===== config.mk =====
export PLATFORM = sky130hd
export DESIGN_NAME = dcache_way_flat
export DESIGN_NICKNAME = d
export VERILOG_FILES = /design/src/hw/dcache_pkg.sv /design/src/hw/dcache_way_if.sv /design/src/hw/dcache_way.sv /design/src/flat_wrapper.sv
export SDC_FILE = /design/constraint.sdc
export NUM_CORES = 2
export LEC_CHECK = 0
export BUFFER_PORTS_ARGS = -buffer_cell sky130_fd_sc_hd__buf_2
export CAP_MARGIN = 10
export CORE_ASPECT_RATIO = 0.6
export CORE_MARGIN = 4
export CORE_UTILIZATION = 55
export DETAILED_ROUTE_END_ITERATION = 8
export PLACE_DENSITY = 0.72
export SETUP_SLACK_MARGIN = 0.02
export SYNTH_ARGS = -nofsm -noshare
export SYNTH_HDL_FRONTEND = slang
export SYNTH_SLANG_ARGS = --single-unit

===== constraint.sdc =====
create_clock -name clk -period 39.2 [get_ports clk]
set_input_delay 3.92 -clock clk [delete_from_list [all_inputs] [get_ports clk]]
set_output_delay 3.92 -clock clk [all_outputs]
set_load 0.005 [all_outputs]

===== src/hw/dcache_pkg.sv =====
// Fixed geometry of 2 ways, 16 sets and 4-word lines; changing a width here changes every module
package dcache_pkg;

    localparam int word_w = 32;
    localparam int set_idx_w = 4;
    localparam int word_off_w = 2;
    localparam int byte_off_w = 2;
    localparam int tag_w = word_w - set_idx_w - word_off_w - byte_off_w;
    localparam int words_per_line = 4;
    localparam int num_sets = 2 ** set_idx_w;
    // One LRU bit per set only covers two ways
    localparam int num_ways = 2;

    // Same processor word seen as a flat address or as lookup fields
    typedef union packed {
        logic [word_w-1:0] raw;
        struct packed {
            logic [tag_w-1:0]      tag;
            logic [set_idx_w-1:0]  set_idx;
            logic [word_off_w-1:0] word_off;
            logic [byte_off_w-1:0] byte_off;
        } fields;
    } dcache_addr_u;

    typedef struct packed {
        logic [tag_w-1:0] tag;
        logic             valid;
        logic             dirty;
    } dcache_meta_t;

    typedef logic [words_per_line-1:0][word_w-1:0] dcache_line_t;

endpackage


===== src/hw/dcache_way_if.sv =====
// One way's lookup and update bundle; the read side lags index by one clock
`timescale 1ns/100ps

interface dcache_way_if;

    logic [dcache_pkg::set_idx_w-1:0] index;
    logic                             wen;
    dcache_pkg::dcache_line_t         wline;
    dcache_pkg::dcache_meta_t         wmeta;
    dcache_pkg::dcache_line_t         rline;
    dcache_pkg::dcache_meta_t         rmeta;
    logic                             hit;
    logic [dcache_pkg::tag_w-1:0]     lookup_tag;

    modport ctrl (
        output index, wen, wline, wmeta, lookup_tag
    );

    modport way (
        input  index, wen, wline, wmeta, lookup_tag,
        output rline, rmeta, hit
    );

    modport sel (
        input rline, rmeta, hit
    );

endinterface


===== src/hw/dcache_way.sv =====
// Register-based way storage; a write in the same cycle as a read returns the new line
`timescale 1ns/100ps

module dcache_way (
    input logic clk,
    input logic nrst,
    dcache_way_if.way w
);

    logic [dcache_pkg::tag_w-1:0]  tag_mem [dcache_pkg::num_sets];
    dcache_pkg::dcache_line_t      line_mem [dcache_pkg::num_sets];
    logic [dcache_pkg::num_sets-1:0] valid_q;
    logic [dcache_pkg::num_sets-1:0] dirty_mem;

    always_ff @(posedge clk) begin
        if (!nrst) begin
            valid_q <= '0;
        end else if (w.wen) begin
            valid_q[w.index] <= w.wmeta.valid;
        end
    end

    always_ff @(posedge clk) begin
        if (w.wen) begin
            tag_mem[w.index]   <= w.wmeta.tag;
            dirty_mem[w.index] <= w.wmeta.dirty;
            line_mem[w.index]  <= w.wline;
        end
    end

    // Registered read, forwarding the written line so the fill can merge word by word
    always_ff @(posedge clk) begin
        if (w.wen) begin
            w.rline <= w.wline;
            w.rmeta <= w.wmeta;
        end else begin
            w.rline       <= line_mem[w.index];
            w.rmeta.tag   <= tag_mem[w.index];
            w.rmeta.valid <= valid_q[w.index];
            w.rmeta.dirty <= dirty_mem[w.index];
        end
    end

    assign w.hit = w.rmeta.valid && (w.rmeta.tag == w.lookup_tag);

endmodule


===== src/flat_wrapper.sv =====
// flat-port wrapper written by rule: the top's interface ports become plain ports
module dcache_way_flat 
  (clk, nrst, w_index, w_wen, w_wline, w_wmeta, w_lookup_tag, w_rline, w_rmeta, w_hit);
  dcache_way_if w_i ();
  input logic clk;
  input logic nrst;
  input wire logic [$bits(w_i.index)-1:0] w_index;
  input wire logic [$bits(w_i.wen)-1:0] w_wen;
  input wire logic [$bits(w_i.wline)-1:0] w_wline;
  input wire logic [$bits(w_i.wmeta)-1:0] w_wmeta;
  input wire logic [$bits(w_i.lookup_tag)-1:0] w_lookup_tag;
  output wire logic [$bits(w_i.rline)-1:0] w_rline;
  output wire logic [$bits(w_i.rmeta)-1:0] w_rmeta;
  output wire logic [$bits(w_i.hit)-1:0] w_hit;
  assign w_i.index = w_index;
  assign w_i.wen = w_wen;
  assign w_i.wline = w_wline;
  assign w_i.wmeta = w_wmeta;
  assign w_i.lookup_tag = w_lookup_tag;
  assign w_rline = w_i.rline;
  assign w_rmeta = w_i.rmeta;
  assign w_hit = w_i.hit;
  dcache_way u_core (.clk(clk), .nrst(nrst), .w(w_i));
endmodule

# Word level (Yosys, flattened, before mapping)
# Memory sizes are Yosys's and may differ from the RTL's. A register that Yosys moved wholly into a read port is not among the register bits.
# Index checks and enable logic that the tools add are counted.
# Widths: inputs -> output; s select.
[word_totals] regBits=34 elab_cells=22 inputBits=185 mem_count=2 ramBits=2432 out_inout_bits=155
[memory_table] memory="u_core.line_mem" words=16 width=128 read_ports=1 rd_clocked_by_memory_dff=1 wr=1 line="dcache_way.sv:11" rtl="dcache_pkg::dcache_line_t line_mem [dcache_pkg::num_sets];"
[memory_table] memory="u_core.tag_mem" words=16 width=24 read_ports=1 rd_clocked_by_memory_dff=1 wr=1 line="dcache_way.sv:10" rtl="logic [dcache_pkg::tag_w-1:0] tag_mem [dcache_pkg::num_sets];"
[classes] eq_ne=1 order_cmp=2 reduce_logical=2 mux=11
[op_table] operator="$bwmux 16" n=2
[op_table] operator="$mux 26" n=1
[op_table] operator="$eq 24x24->1" n=1
[op_table] operator="$bmux 1 s4" n=2
[op_table] operator="$lt 4x5->1 const B" n=1
[op_table] operator="$mux 1" n=5
[op_table] operator="$demux 1 s4" n=1
[op_table] operator="$ge 4x1->1 const B" n=1
[op_table] operator="$logic_and 1x1->1" n=2

# Longest topological paths before layout
[depth] ltp_word=5 ltp_mapped=12

# Least setup slack after synthesis
# Ideal clock, no wire load.
[synth_path] path_type="input to register" start="input port w_index[0]" end="register u_core.valid_q[0] in the netlist's numbering" arrival_time_ps=16069 cell_stages=6 setup_time_ps=96 path_slack_ps=23035 path_cell_list="buf_1 or3b_2 clkbuf_1 nor3_1 mux2i_1 nor2b_1"
[synth_via] elab_chain_len=5 elab_cells_between_ends=6
[synth_rtl] item="start: declaration" line="flat_wrapper.sv:7" rtl="input wire logic [$bits(w_i.index)-1:0] w_index;"
[synth_rtl] item="$lt 4x5->1 (not written as such) or $ge 4x1->1 (tied branches)" line="dcache_way.sv:19" rtl="valid_q[w.index] <= w.wmeta.valid;"
[synth_rtl] item="$logic_and 1x1->1 (not written as such)" line="dcache_way.sv:19"
[synth_rtl] item="$mux 1 (not written as such)" line="dcache_way.sv:19"
[synth_rtl] item="$demux 1 s4 *"
[synth_rtl] item="$bwmux 16 *" line="dcache_way.sv:19"
[synth_rtl] item="end signal: indexed assignment" line="dcache_way.sv:19"
[synth_rtl] item="end: declaration" line="dcache_way.sv:12" rtl="logic [dcache_pkg::num_sets-1:0] valid_q;"
# Mark *: on every way between the ends. The rest lies on a longest branch, timed or not.
# A chain may end at the register's enable or synchronous reset.

==> impl_metrics.toml <==
[timing]
fin_setup_tns_ns = 0
worst_pin_slew_ns = 1.167
min_period_over_period_pct = 26.63
finClkSkew_ns = 0.004200
hold_ws_ns = 0.4861
relSlewSlack_pct = 22.17
maxSlewViolCount = 0
layout_min_cycle_time_ns = 10.44
clock.fmax_mhz = 95.81
grt_setup_unrepaired = "false"
hold_violations = 0
setup_viol = 0

[route]
drtIter0Drc = 5266
via_per_inst = 6.441
routedWlPerCell_um = 31.42
wl_mm = 209.1
firstDrtPassIters = 6
num_vias = 42860
ant_nets = 0
drcViolationCount = 0

[global_routing]
antenna_found_initial = 36
grt_pass1_wl_mm = 307.5
grt_max_degree = 150
grt_remaining_overflow = 0
grt_pass1_vias = 43510
grt_use_total_pct = 23.74

[place]
hpwl_mm = 107.4
placed_area_mm2 = 0.09816
gp_congestion = 0.8034
io_buffer_count = 339

[hold_path]
holdPathEnd = "u_core.valid_q[5]"
hold_path.class = "flip-flop to flip-flop"
hold_start = "u_core.valid_q[5]"
min_path_cells = 2

[final_layout]
layout_commonest_cell = "edfxtp_1"
final_area_mm2 = 0.1052
layout-drive-gt1-share_pct = 34.19
most-common-layout-cells = "edfxtp_1, mux4_2, buf_2"
area_growth_pct = 12.18
fin_nets = 4378
fillers = 11120

[pwr]
power-per-cell-area_mw_per_mm2 = 50.92
peakVddDrop_mv = 0.04186
leakage_uw = 0.03305

[synth]
async_reset_ff_share_pct = 0
synth_area_leaders = "edfxtp_1, mux4_2, buf_2, mux2i_1, dfxtp_1"
synth_mux_area_share_pct = 18.26
yosysTopAreaCellShare_pct = 78.43
synth_adder_area_share_pct = 0
ys_ff_latch = 2470
synth_flop_cell = "edfxtp_1"
synth_simple_gate_area_share_pct = 0.7222
synth_top_area_cell = "edfxtp_1"
ys_seq_area_share_pct = 78.90
synth_xor_area_share_pct = 0.2616
synth_area_mm2 = 0.09373
syn_avg_cell_area_um2 = 25.06
synth_edf_count = 2448
yosysWarnings = 0
synth_compound_area_share_pct = 0.8049
syn-num-nets = 3925
synth_top_family_by_area = "multiplexers"
synth_cell_types = 59
syn_inst = 3740

[clock_tree]
post_cts_resized = 0
hold_buffers = 0
cts_max_path_buffers = 4
cts.clk_slew.worst_paths_ns = 0.07
root_buffer = "clkbuf_16"
cts.sinks = 2470
cts-buffers-inserted = 217
cts_tree = "done"
clk-insertion-delay-late_ns = 0.81
htreeDepth = 4
post_cts_buffers = 0

[worst_setup_path]
r2r_end = "u_core.w.rmeta[0]"
crit_arrival_ns = 6.52
cpMaxStageDelayCell = "dfxtp_4"
crit_buf_inv = 4
reg2reg_from = "u_core.dirty_mem[7]"
path_cells = "buf_4 > buf_4 > buf_4 > mux4_2 > xnor2_1 > o22ai_1 > or4_1 > a221o_1 > nand4b_1 > nor4_2 > buf_2"
crit_path_start_kind = "flip-flop"
crit_top_cell = "buf_4"
reg2reg_depth = 3
r2r_slack_ns = 37.43
cp_top_family = "buffers and inverters"
path_max_fanout = 52
end_kind = "output pin"
cp.required_ns = 35.28
worstSetupPathType = "flip-flop to output pin"
critical_path.max_stage_delay_ns = 0.98

[floorplanning]
start_util_pct = 55.29
die_area_mm2 = 0.1773
io_pins = 340
rows = 117
coreArea_mm2 = 0.1695
die_height_um = 327.8
die_w_um = 541.0

[job]
drv_cap = 0

[run_status]
run_status = "finished clean"
==> through the flow <==
stage | std cells | utilization [%] | setup WS (ns) | total power [uW]
floorplan | 3740 | - | 23.04 | 3200
global placement | 6235 | 57.90 | 29.45 | 3312
detailed placement | 6235 | 57.90 | 29.45 | 3319
CTS | 6631 | 62.00 | 28.56 | 5399
global route | 6634 | 62.00 | 28.14 | 5545
finish | 6654 | 62.03 | 28.76 | 5354
==> cell type report <==
class                   count  area (um^2)  share of cell area, %
flip-flops and latches   2470        73960                  70.34
clock inverters           137         1310                  1.246
diodes                     23        57.56                0.05473
clock buffers             259         5630                  5.354
well taps                2261         2829                  2.690
multi-input cells        1073        18900                  17.98
repair buffers            425         2430                  2.311
inverters                   6        30.03                0.02856
==> per-layer routing <==
| metal | routed length, um | share of wire [%] | GRT usage (%) | vias up |
|---|---|---|---|---|
| met2 | 101300 | 48 | 37.02 | 2071 |
| met5 | 122 | 0.058 | 0 | - |
| met4 | 3288 | 1.6 | 4.173 | 18 |
| met1 | 86410 | 41 | 35.99 | 23260 |
| met3 | 17950 | 8.6 | 4.849 | 300 |
| li1 | - | - | - | 17220 |
==> cell usage after synthesis (all sizes together) (3+ instances only) <==
master and n:
a221o 3, a22oi 16, dfxtp 22, edfxtp 2448, inv 6, clkbuf 51, mux2 13, nand4 4
xnor2 16, mux4 730, o21ai 28, and3 3, a211oi 4, nand2b 7, a21oi 16, and2 3
mux2i 51, buf 140, a21boi 12, nor2b 10, o31ai 3, nand2 46, nand3 10, xor2 12
o22ai 7, a31oi 3, nor2 33, a221oi 6, nor3 7, o211ai 3, nand3b 5
==> how the worst max path moves through the flow <==
| stage | cells after the start | slack, ns | from | end |
|---|---|---|---|---|
| after floorplan | 6 | 23.04 | w_index[0] | u_core.valid_q[0] |
| after global placement | 8 | 29.45 | w_lookup_tag[8] | w_hit |
| after detailed placement | 9 | 29.45 | w_lookup_tag[0] | w_hit |
| after CTS | 11 | 28.56 | flip-flop | w_hit |
| after global routing | 11 | 28.14 | flip-flop | w_hit |
| final | 11 | 28.76 | flip-flop | w_hit |
==> registers in the layout, summed over array words and instances (netlist names), named ones only <==
signal            cells
u_core.tag_mem      384
u_core.w.rmeta        2
u_core.dirty_mem     16
u_core.valid_q       16
u_core.line_mem    2048
==> report_power, final <==
part | switching [uW] | internal [uW]
registers | 15.9 | 2960
clock network | 918 | 1180
logic | 162 | 125
==> cells by family (layout without fill, tap and decap cells) <==
logic type             after synthesis  after routing
other                                0             23
XOR/XNOR                            28             28
buffers and inverters              197            827
AND/OR/NAND/NOR                    139            139
multiplexers                       794            794
AO/OA/AOI/OAI                      112            112
flip-flops                        2470           2470
==> worst register-to-register path, stage by stage, from the launching register on <==
cell	delay, ns
edfxtp_1	0.37
mux4_2	0.51
mux4_2	0.48
mux2_2	0.29
(Power assumes the default switching activity.)
